===== config.mk =====
export PLATFORM = sky130hd
export DESIGN_NAME = uart_word_rx
export DESIGN_NICKNAME = d
export VERILOG_FILES = /design/src/logic/uart_rx_pkg.sv /design/src/logic/rx_cfg_if.sv /design/src/logic/rx_byte_if.sv /design/src/logic/rx_config_regs.sv /design/src/logic/uart_byte_rx.sv /design/src/logic/word_assembler.sv /design/src/logic/uart_word_rx.sv
export SDC_FILE = /design/constraint.sdc
export NUM_CORES = 1
export LEC_CHECK = 0
export BUFFER_PORTS_ARGS = -buffer_cell sky130_fd_sc_hd__buf_4
export CAP_MARGIN = 20
export CORE_UTILIZATION = 55
export CTS_CLUSTER_DIAMETER = 50
export DETAILED_ROUTE_END_ITERATION = 16
export PLACE_DENSITY = 0.78
export SLEW_MARGIN = 30
export SYNTH_ARGS = -nofsm -noshare
export SYNTH_HDL_FRONTEND = slang
export SYNTH_HIERARCHICAL = 1
export SYNTH_SLANG_ARGS = --single-unit

===== constraint.sdc =====
create_clock -name clk -period 3.9 [get_ports clk]
set_input_delay 0.78 -clock clk [delete_from_list [all_inputs] [get_ports clk]]
set_output_delay 0.78 -clock clk [all_outputs]
set_load 0.01 [all_outputs]

===== src/logic/uart_rx_pkg.sv =====
package uart_rx_pkg;

  localparam int DATA_BITS = 8;
  localparam int WORD_BYTES = 4;
  localparam int WORD_WIDTH = DATA_BITS * WORD_BYTES;
  localparam int BIT_CNT_WIDTH = $clog2(DATA_BITS);
  localparam int BYTE_CNT_WIDTH = $clog2(WORD_BYTES);

  localparam int DIV_WIDTH = 16;
  localparam logic [DIV_WIDTH-1:0] DIV_DEFAULT = 16'd434; // 115200 baud at 50 MHz.
  localparam logic [DIV_WIDTH-1:0] DIV_MIN = 16'd4;

  localparam int CFG_ADDR_WIDTH = 1;
  localparam int CFG_DATA_WIDTH = 32;
  localparam logic [CFG_ADDR_WIDTH-1:0] ADDR_DIV = 1'b0;
  localparam logic [CFG_ADDR_WIDTH-1:0] ADDR_CTRL = 1'b1;

  localparam int ERR_WIDTH = 2;
  localparam int ERR_PARITY = 0;
  localparam int ERR_FRAME = 1;

  // Frame state encodings.
  localparam int RX_STATE_WIDTH = 3;
  localparam logic [RX_STATE_WIDTH-1:0] RX_IDLE = 3'd0;
  localparam logic [RX_STATE_WIDTH-1:0] RX_START = 3'd1;
  localparam logic [RX_STATE_WIDTH-1:0] RX_DATA = 3'd2;
  localparam logic [RX_STATE_WIDTH-1:0] RX_PARITY = 3'd3;
  localparam logic [RX_STATE_WIDTH-1:0] RX_STOP = 3'd4;

  // One configuration write, read by address as divisor or control bits.
  typedef union packed {
    struct packed {
      logic [CFG_DATA_WIDTH-DIV_WIDTH-1:0] unused;
      logic [DIV_WIDTH-1:0] div;
    } div_v;
    struct packed {
      logic [CFG_DATA_WIDTH-4:0] unused;
      logic parity_odd;
      logic parity_en;
      logic enable;
    } ctrl_v;
  } rx_cfg_word_u;

endpackage


===== src/logic/rx_cfg_if.sv =====
interface rx_cfg_if import uart_rx_pkg::*; ();

  logic [DIV_WIDTH-1:0] clk_per_bit;
  logic enable;
  logic parity_en;
  logic parity_odd; // High selects odd parity.

  modport regs (
    output clk_per_bit,
    output enable,
    output parity_en,
    output parity_odd
  );

  modport rx (
    input clk_per_bit,
    input enable,
    input parity_en,
    input parity_odd
  );

endinterface


===== src/logic/rx_byte_if.sv =====
interface rx_byte_if import uart_rx_pkg::*; ();

  logic valid; // One cycle per received frame.
  logic [DATA_BITS-1:0] data;
  logic parity_err;
  logic frame_err;

  modport src (
    output valid,
    output data,
    output parity_err,
    output frame_err
  );

  modport sink (
    input valid,
    input data,
    input parity_err,
    input frame_err
  );

endinterface


===== src/logic/rx_config_regs.sv =====
module rx_config_regs import uart_rx_pkg::*; (
  input logic clk,
  input logic nrst,
  input logic cfg_we,
  input logic [CFG_ADDR_WIDTH-1:0] cfg_addr,
  input rx_cfg_word_u cfg_wdata,
  rx_cfg_if.regs cfg
);

  logic [DIV_WIDTH-1:0] div_q;
  logic enable_q;
  logic parity_en_q;
  logic parity_odd_q;
  logic [DIV_WIDTH-1:0] div_clamped;

  // Too small a divisor leaves no room for the half-bit check.
  assign div_clamped = (cfg_wdata.div_v.div < DIV_MIN) ? DIV_MIN : cfg_wdata.div_v.div;

  always_ff @(posedge clk)
  begin
    if (!nrst)
    begin
      div_q <= DIV_DEFAULT;
      enable_q <= 1'b0;
      parity_en_q <= 1'b0;
      parity_odd_q <= 1'b0;
    end
    else if (cfg_we)
    begin
      case (cfg_addr)
        ADDR_DIV:
        begin
          div_q <= div_clamped;
        end
        ADDR_CTRL:
        begin
          enable_q <= cfg_wdata.ctrl_v.enable;
          parity_en_q <= cfg_wdata.ctrl_v.parity_en;
          parity_odd_q <= cfg_wdata.ctrl_v.parity_odd;
        end
      endcase
    end
  end

  assign cfg.clk_per_bit = div_q;
  assign cfg.enable = enable_q;
  assign cfg.parity_en = parity_en_q;
  assign cfg.parity_odd = parity_odd_q;

endmodule


===== src/logic/uart_byte_rx.sv =====
module uart_byte_rx import uart_rx_pkg::*; (
  input logic clk,
  input logic nrst,
  input logic rx,
  rx_cfg_if.rx cfg,
  rx_byte_if.src byte_out
);

  logic rx_meta;
  logic rx_sync;
  logic rx_prev;
  logic start_edge;

  logic [RX_STATE_WIDTH-1:0] state;
  logic [DIV_WIDTH-1:0] cnt;
  logic [BIT_CNT_WIDTH-1:0] bit_cnt;
  logic valid_q;

  logic [DIV_WIDTH-1:0] div_q;
  logic par_en_q;
  logic par_odd_q;
  logic [DATA_BITS-1:0] shreg;
  logic parity_err_q;
  logic frame_err_q;

  logic half_done;
  logic bit_done;
  logic calc_parity;

  // Two-flop synchronizer plus one stage for edge detection.
  always_ff @(posedge clk)
  begin
    if (!nrst)
    begin
      rx_meta <= 1'b1;
      rx_sync <= 1'b1;
      rx_prev <= 1'b1;
    end
    else
    begin
      rx_meta <= rx;
      rx_sync <= rx_meta;
      rx_prev <= rx_sync;
    end
  end

  // A falling edge needs the line high first, so a low stop bit
  // holds off the next frame until the line recovers.
  assign start_edge = rx_prev & ~rx_sync;

  assign half_done = (cnt == {1'b0, div_q[DIV_WIDTH-1:1]});
  assign bit_done = (cnt == div_q);
  assign calc_parity = (^shreg) ^ par_odd_q; // Expected parity bit.

  always_ff @(posedge clk)
  begin
    if (!nrst)
    begin
      state <= RX_IDLE;
      cnt <= '0;
      bit_cnt <= '0;
      valid_q <= 1'b0;
    end
    else
    begin
      valid_q <= 1'b0;
      cnt <= cnt + 1'b1;
      if (!cfg.enable)
      begin
        state <= RX_IDLE;
      end
      else
      begin
        case (state)
          RX_IDLE:
          begin
            if (start_edge)
            begin
              cnt <= DIV_WIDTH'(1);
              state <= RX_START;
            end
          end
          RX_START:
          begin
            if (half_done)
            begin
              cnt <= DIV_WIDTH'(1);
              bit_cnt <= '0;
              state <= rx_sync ? RX_IDLE : RX_DATA; // High here is a glitch.
            end
          end
          RX_DATA:
          begin
            if (bit_done)
            begin
              cnt <= DIV_WIDTH'(1);
              if (bit_cnt == BIT_CNT_WIDTH'(DATA_BITS - 1))
              begin
                state <= par_en_q ? RX_PARITY : RX_STOP;
              end
              else
              begin
                bit_cnt <= bit_cnt + 1'b1;
              end
            end
          end
          RX_PARITY:
          begin
            if (bit_done)
            begin
              cnt <= DIV_WIDTH'(1);
              state <= RX_STOP;
            end
          end
          RX_STOP:
          begin
            if (bit_done)
            begin
              valid_q <= 1'b1;
              state <= RX_IDLE;
            end
          end
          default:
          begin
            state <= RX_IDLE;
          end
        endcase
      end
    end
  end

  // Frame payload, captured at the sample points.
  always_ff @(posedge clk)
  begin
    if (state == RX_IDLE && start_edge)
    begin
      div_q <= cfg.clk_per_bit; // Held for the whole frame.
      par_en_q <= cfg.parity_en;
      par_odd_q <= cfg.parity_odd;
      parity_err_q <= 1'b0;
    end
    if (state == RX_DATA && bit_done)
    begin
      shreg <= {rx_sync, shreg[DATA_BITS-1:1]}; // LSB first.
    end
    if (state == RX_PARITY && bit_done)
    begin
      parity_err_q <= rx_sync ^ calc_parity;
    end
    if (state == RX_STOP && bit_done)
    begin
      frame_err_q <= ~rx_sync;
    end
  end

  assign byte_out.valid = valid_q;
  assign byte_out.data = shreg;
  assign byte_out.parity_err = parity_err_q;
  assign byte_out.frame_err = frame_err_q;

endmodule


===== src/logic/word_assembler.sv =====
module word_assembler import uart_rx_pkg::*; (
  input logic clk,
  input logic nrst,
  input logic enable,
  rx_byte_if.sink byte_in,
  output logic done,
  output logic [WORD_WIDTH-1:0] data_out,
  output logic [ERR_WIDTH-1:0] word_err
);

  logic [BYTE_CNT_WIDTH-1:0] byte_cnt;
  logic last_byte;
  logic [WORD_WIDTH-1:0] stage;
  logic [WORD_WIDTH-1:0] stage_next;
  logic [ERR_WIDTH-1:0] err_stage;
  logic [ERR_WIDTH-1:0] err_byte;
  logic [ERR_WIDTH-1:0] err_next;

  assign last_byte = (byte_cnt == BYTE_CNT_WIDTH'(WORD_BYTES - 1));

  always_comb
  begin
    err_byte = '0;
    err_byte[ERR_PARITY] = byte_in.parity_err;
    err_byte[ERR_FRAME] = byte_in.frame_err;
    // First byte of a word starts a fresh error field.
    err_next = ((byte_cnt == '0) ? '0 : err_stage) | err_byte;
    stage_next = stage;
    stage_next[byte_cnt*DATA_BITS +: DATA_BITS] = byte_in.data;
  end

  always_ff @(posedge clk)
  begin
    if (!nrst)
    begin
      byte_cnt <= '0;
      done <= 1'b0;
    end
    else
    begin
      done <= 1'b0;
      if (!enable)
      begin
        byte_cnt <= '0;
      end
      else if (byte_in.valid)
      begin
        if (last_byte)
        begin
          byte_cnt <= '0;
          done <= 1'b1;
        end
        else
        begin
          byte_cnt <= byte_cnt + 1'b1;
        end
      end
    end
  end

  always_ff @(posedge clk)
  begin
    if (byte_in.valid)
    begin
      stage <= stage_next;
      err_stage <= err_next;
      if (last_byte)
      begin
        data_out <= stage_next; // Held until the next word.
        word_err <= err_next;
      end
    end
  end

endmodule


===== src/logic/uart_word_rx.sv =====
module uart_word_rx import uart_rx_pkg::*; (
  input logic clk,
  input logic nrst,
  input logic rx,
  input logic cfg_we,
  input logic [CFG_ADDR_WIDTH-1:0] cfg_addr,
  input logic [CFG_DATA_WIDTH-1:0] cfg_wdata,
  output logic done,
  output logic [WORD_WIDTH-1:0] data_out,
  output logic [ERR_WIDTH-1:0] word_err
);

  rx_cfg_if cfg_if ();
  rx_byte_if byte_if ();

  rx_config_regs rx_config_regs_i (
    .clk (clk),
    .nrst (nrst),
    .cfg_we (cfg_we),
    .cfg_addr (cfg_addr),
    .cfg_wdata (cfg_wdata),
    .cfg (cfg_if.regs)
  );

  uart_byte_rx uart_byte_rx_i (
    .clk (clk),
    .nrst (nrst),
    .rx (rx),
    .cfg (cfg_if.rx),
    .byte_out (byte_if.src)
  );

  // Disabling the receiver also drops a partly collected word.
  word_assembler word_assembler_i (
    .clk (clk),
    .nrst (nrst),
    .enable (cfg_if.enable),
    .byte_in (byte_if.sink),
    .done (done),
    .data_out (data_out),
    .word_err (word_err)
  );

endmodule


==> impl.org <==
** Synth
- For this run, the register share of the synthesized area comes to 0.620.
- For this run, the number of Yosys warnings is 6.
- Total nets after synthesis :: 541
- Prevailing post-synth register cell :: sky130_fd_sc_hd__edfxtp_1
- Synthesized instance count :: roughly 500
- Mean instance size in the synthesized netlist :: 12.5 µm²
- Cell area after synthesis :: between 0.006 and 0.007 mm²
- Number of synthesized flops with an enable pin :: 96
- Number of distinct library cells after synthesis :: 57
- Ys async rst share :: 0
- In this run, synthesis produced a sequential element count of roughly 140.

** Clocking
- The tree is rooted in a sky130_fd_sc_hd__clkbuf_8.
- The number of hold buffers added after CTS was 0.
- Insertion delay to the later sink of the worst-skew pair :: 0.52 ns
- TritonCTS built the clock tree.
- H-Tree Depth :: 4
- Post-cts repair resize count :: 0
- The tree built by TritonCTS fans out to ~140 sinks.
- Clock edge transition at the registers on the reported setup and hold paths :: 0.06 ns
- Buffers from clock root to sink, at most :: 2
- TritonCTS created 17 clock buffers.
- Post-CTS timing repair inserted 0 buffers for setup.

** Route
- In the final routed layout, each cell accounts on average for roughly 17 µm.
- The first detailed-routing pass took 5 iterations.
- The detail route stage leaves a number of antenna-violating nets equal to 0.
- For this block, the initial DRC count from the detailed router was slightly below 200.
- Sum of routed wire length over all layers :: 11.6 mm
- Number of remaining DRC errors :: 0
- Via/cell ratio :: 5.52
- For this block, the via count after detailed routing is 3862.

** Pwr
- In this run the static leakage power is 0.00252 µW.
- Worst-case vdd ir drop :: 0.345 mV
- For this design the ratio of total power to cell area is approximately 470 mW/mm².

** Worst hold path
- Number of cells traversed by the worst hold path :: 1
- In this run the most critical hold path is launched from uart_byte_rx_i/rx_meta.
- For hold timing, the worst endpoint is uart_byte_rx_i/rx_sync.
- In this run the worst hold path is classified as register to register.

** Setup path
- Arrival @ worst endpoint :: 2.87 ns
- Worst reg-to-reg setup slack :: between 1 and 1.5 ns
- R2R Path Start :: uart_byte_rx_i/div_q[13]
- The endpoint identified for the worst register-to-register timing path is uart_byte_rx_i/cnt[3].
- Category of the critical setup timing path :: register to register
- Of all nets on the critical path, the largest fanout is 15.
- Critical path cell sequence :: xor2_1, nor4_1, nand4_2, a211o_1, o21ai_4, nor2_1
- Largest stage delay on the critical path :: 0.46 ns
- The worst setup path is captured at a register.
- Critical path data required time :: 4.28 ns
- STA classifies the critical path startpoint as a register.
- The number of cells on the worst reg-to-reg path is 6.
- For this design, the slowest cell found on the critical path is sky130_fd_sc_hd__o21ai_4.

** Run
- The tool flagged a number of max-cap violations equal to 0.

** GRT
- In the global route stage, overall resource usage came out at 0.211.
- Initial antenna violation count :: 0
- The first global-routing pass estimated 18.5 mm of wire.
- After global routing the overflow that remains totals 0.
- Entering global routing, the biggest net connects 38 pins.
- The number of global-route vias before repair is 3693.

** Die
- Initial Util :: 0.569
- In this run the vertical extent of the chip is around 110 µm.
- # IOs :: 72
- The floorplan step defined a die boundary enclosing 0.0117 mm².
- Die boundary width :: roughly 110 µm
- Placeable Area :: 0.0109 mm²
- After floorplanning, the core was divided into 38 placement rows.

** STA
- Number of setup violations in the final report :: 0
- Final critical-path required period :: 2.49 ns
- The final hold violation count is 0.
- Final setup TNS :: 0 ns
- Measured against its own limit, the worst slew margin works out to 0.443.
- For this run, the top clock speed supported by timing is 401 MHz.
- Clock tree skew after final layout :: 0.0101 ns
- Minimum hold slack :: 0.413 ns
- Dividing the final minimum period by the clock period gives 0.639.
- Number of max-slew violations in the final report :: 0
- Setup repair after global routing left no endpoint under its margin.
- Slew of the pin with the lowest slew margin :: 0.836 ns

** Placed design
- Final GP Congestion :: 0.891
- # port buffers :: 55
- Detailed placement finished with a half-perimeter wire length of ~7.6 mm.

** Final layout
- At the end of the flow, the number of nets in the layout was between 500 and 600.
- Relative to the synthesized area, the layout overhead comes to 16.8%.
- 0 antenna diodes ended up in the layout.
- In the final layout, the share of cells above drive strength 1 is 0.220.

** Outcome
- The flow ran to the end, and the final reports show no timing, DRC or antenna violations.
[layout by cell type, fill, tap and decap left out, types with 2 or more instances in the layout]
| cell type | Yosys | routed |
|---|---|---|
| sky130_fd_sc_hd__a21oi_1 | 7 | 7 |
| sky130_fd_sc_hd__nand2_1 | 55 | 55 |
| sky130_fd_sc_hd__clkbuf_16 | 0 | 16 |
| sky130_fd_sc_hd__and3_2 | 2 | 2 |
| sky130_fd_sc_hd__a41o_1 | 8 | 8 |
| sky130_fd_sc_hd__nand4_1 | 9 | 9 |
| sky130_fd_sc_hd__mux2i_1 | 5 | 5 |
| sky130_fd_sc_hd__o21ai_0 | 2 | 2 |
| sky130_fd_sc_hd__o22ai_2 | 4 | 4 |
| sky130_fd_sc_hd__clkinv_4 | 0 | 2 |
| sky130_fd_sc_hd__a22o_1 | 8 | 8 |
| sky130_fd_sc_hd__o21ai_1 | 2 | 2 |
| sky130_fd_sc_hd__or3b_2 | 2 | 2 |
| sky130_fd_sc_hd__clkbuf_8 | 0 | 2 |
| sky130_fd_sc_hd__nand3b_1 | 2 | 2 |
| sky130_fd_sc_hd__nor2b_1 | 11 | 11 |
| sky130_fd_sc_hd__edfxtp_1 | 96 | 96 |
| sky130_fd_sc_hd__inv_1 | 27 | 27 |
| sky130_fd_sc_hd__xnor2_1 | 28 | 28 |
| sky130_fd_sc_hd__xor2_1 | 26 | 26 |
| sky130_fd_sc_hd__a21o_1 | 2 | 2 |
| sky130_fd_sc_hd__nor4_1 | 4 | 4 |
| sky130_fd_sc_hd__bufinv_16 | 0 | 4 |
| sky130_fd_sc_hd__or3b_1 | 2 | 2 |
| sky130_fd_sc_hd__and3_1 | 2 | 2 |
| sky130_fd_sc_hd__clkinv_2 | 0 | 4 |
| sky130_fd_sc_hd__ha_1 | 9 | 9 |
| sky130_fd_sc_hd__a21boi_0 | 8 | 8 |
| sky130_fd_sc_hd__nor2_1 | 24 | 24 |
| sky130_fd_sc_hd__nand3_1 | 22 | 22 |
| sky130_fd_sc_hd__o22ai_1 | 12 | 12 |
| sky130_fd_sc_hd__and2_1 | 3 | 3 |
| sky130_fd_sc_hd__nor4_2 | 4 | 4 |
| sky130_fd_sc_hd__nand2b_1 | 3 | 3 |
| sky130_fd_sc_hd__dfxtp_1 | 48 | 48 |
| sky130_fd_sc_hd__clkbuf_1 | 10 | 3 |
| sky130_fd_sc_hd__a21boi_2 | 4 | 4 |
| sky130_fd_sc_hd__nor2_2 | 10 | 10 |
| sky130_fd_sc_hd__buf_4 | 1 | 57 |
[registers in the layout, indices dropped and copies added (netlist names), 2 cells and up]
| name | flops |
|---|---|
| uart_byte_rx_i/byte_out.data | 8 |
| uart_byte_rx_i/state | 3 |
| word_assembler_i/data_out | 32 |
| word_assembler_i/word_err | 2 |
| uart_byte_rx_i/div_q | 16 |
| uart_byte_rx_i/bit_cnt | 3 |
| uart_byte_rx_i/cnt | 16 |
| word_assembler_i/byte_cnt | 2 |
| word_assembler_i/err_stage | 2 |
| rx_config_regs_i/cfg.clk_per_bit | 16 |
| word_assembler_i/stage | 32 |
[kinds of logic after synthesis]
family	Yosys count	synth area share
xor gates and xnor gates	54	0.0763
and+or+nand+nor	168	0.147
adders and majority gates	9	0.0182
muxes	5	0.00807
DFF	144	0.620
AOI/OAI and AO/OA	64	0.0880
buffers and inverters	51	0.0428
[per-stage QoR]
step / setup WS (ns) / std cells / instance area, µm² / total power (µW) / util
5_1_grt: 1.22 / 700 / 7240 / 3470 / 0.665
4_1_cts: 1.37 / 700 / 7240 / 3400 / 0.665
3_3_place_gp: 1.53 / 668 / 6640 / 1760 / 0.610
3_5_place_dp: 1.41 / 668 / 6640 / 1770 / 0.610
2_1_floorplan: 1.43 / 495 / 6200 / 1740 / -
6_report: 1.41 / 700 / 7240 / 3380 / 0.665
[cell usage after synthesis, drive strengths merged (2+ instances only)]
| cell | instances | area share |
|---|---|---|
| edfxtp | 96 | 0.46 |
| nand2 | 55 | 0.033 |
| dfxtp | 48 | 0.15 |
| nor2 | 34 | 0.025 |
| xnor2 | 28 | 0.040 |
| inv | 27 | 0.016 |
| xor2 | 26 | 0.037 |
| nand3 | 22 | 0.018 |
| o22ai | 16 | 0.020 |
| buf | 14 | 0.020 |
| a21boi | 12 | 0.017 |
| nor2b | 12 | 0.013 |
| clkbuf | 10 | 0.0061 |
| nand4 | 10 | 0.011 |
| ha | 9 | 0.018 |
| a22o | 8 | 0.011 |
| a41o | 8 | 0.013 |
| nor4 | 8 | 0.012 |
| a21oi | 7 | 0.0057 |
| o21ai | 6 | 0.0073 |
| mux2i | 5 | 0.0081 |
| and3 | 4 | 0.0044 |
| nand2b | 4 | 0.0052 |
| or3b | 4 | 0.0057 |
| and2 | 3 | 0.0030 |
| a21o | 2 | 0.0024 |
| nand3b | 2 | 0.0024 |
[how the worst max path moves through the flow]
stage | start | to | slack (ns) | cells after the start
2_1_floorplan | uart_byte_rx_i/byte_out.valid | word_assembler_i/data_out[0] | 1.43 | 1
3_3_place_gp | uart_byte_rx_i/div_q[13] | uart_byte_rx_i/cnt[5] | 1.53 | 6
3_5_place_dp | uart_byte_rx_i/div_q[13] | uart_byte_rx_i/cnt[3] | 1.41 | 6
4_1_cts | uart_byte_rx_i/div_q[13] | uart_byte_rx_i/cnt[3] | 1.37 | 6
5_1_grt | uart_byte_rx_i/div_q[14] | uart_byte_rx_i/cnt[5] | 1.22 | 6
6_report | uart_byte_rx_i/div_q[13] | uart_byte_rx_i/cnt[3] | 1.41 | 6
[routing by layer]
layer | global-route usage | wire length, µm
met3 | 0.0591 | 651
met5 | 0 | 0
met4 | 0.0910 | 172
met2 | 0.329 | 5590
met1 | 0.277 | 5150
[cell type report]
type | count | area (µm²)
Clock buffer | 21 | 439
Clock inverter | 11 | 165
Fill cell | 751 | 3640
Inverter | 27 | 101
Multi-Input combinational cell | 300 | 2090
Sequential cell | 144 | 3840
Tap cell | 140 | 175
Timing Repair Buffer | 57 | 428
[report_power, final]
part / internal [µW] / switching [µW]
Combinational: 40.4 / 45.5
Sequential: 1630 / 18.3
Clock: 1050 / 590
[worst max-delay path, delay by kind of cell, from the launching register on]
| family | cells | cell delay, ns |
|---|---|---|
| and+or+nand+nor | 3 | 0.89 |
| DFF | 1 | 0.42 |
| AOI/OAI and AO/OA | 2 | 0.88 |
| xor gates and xnor gates | 1 | 0.16 |
(Power assumes the default switching activity.)
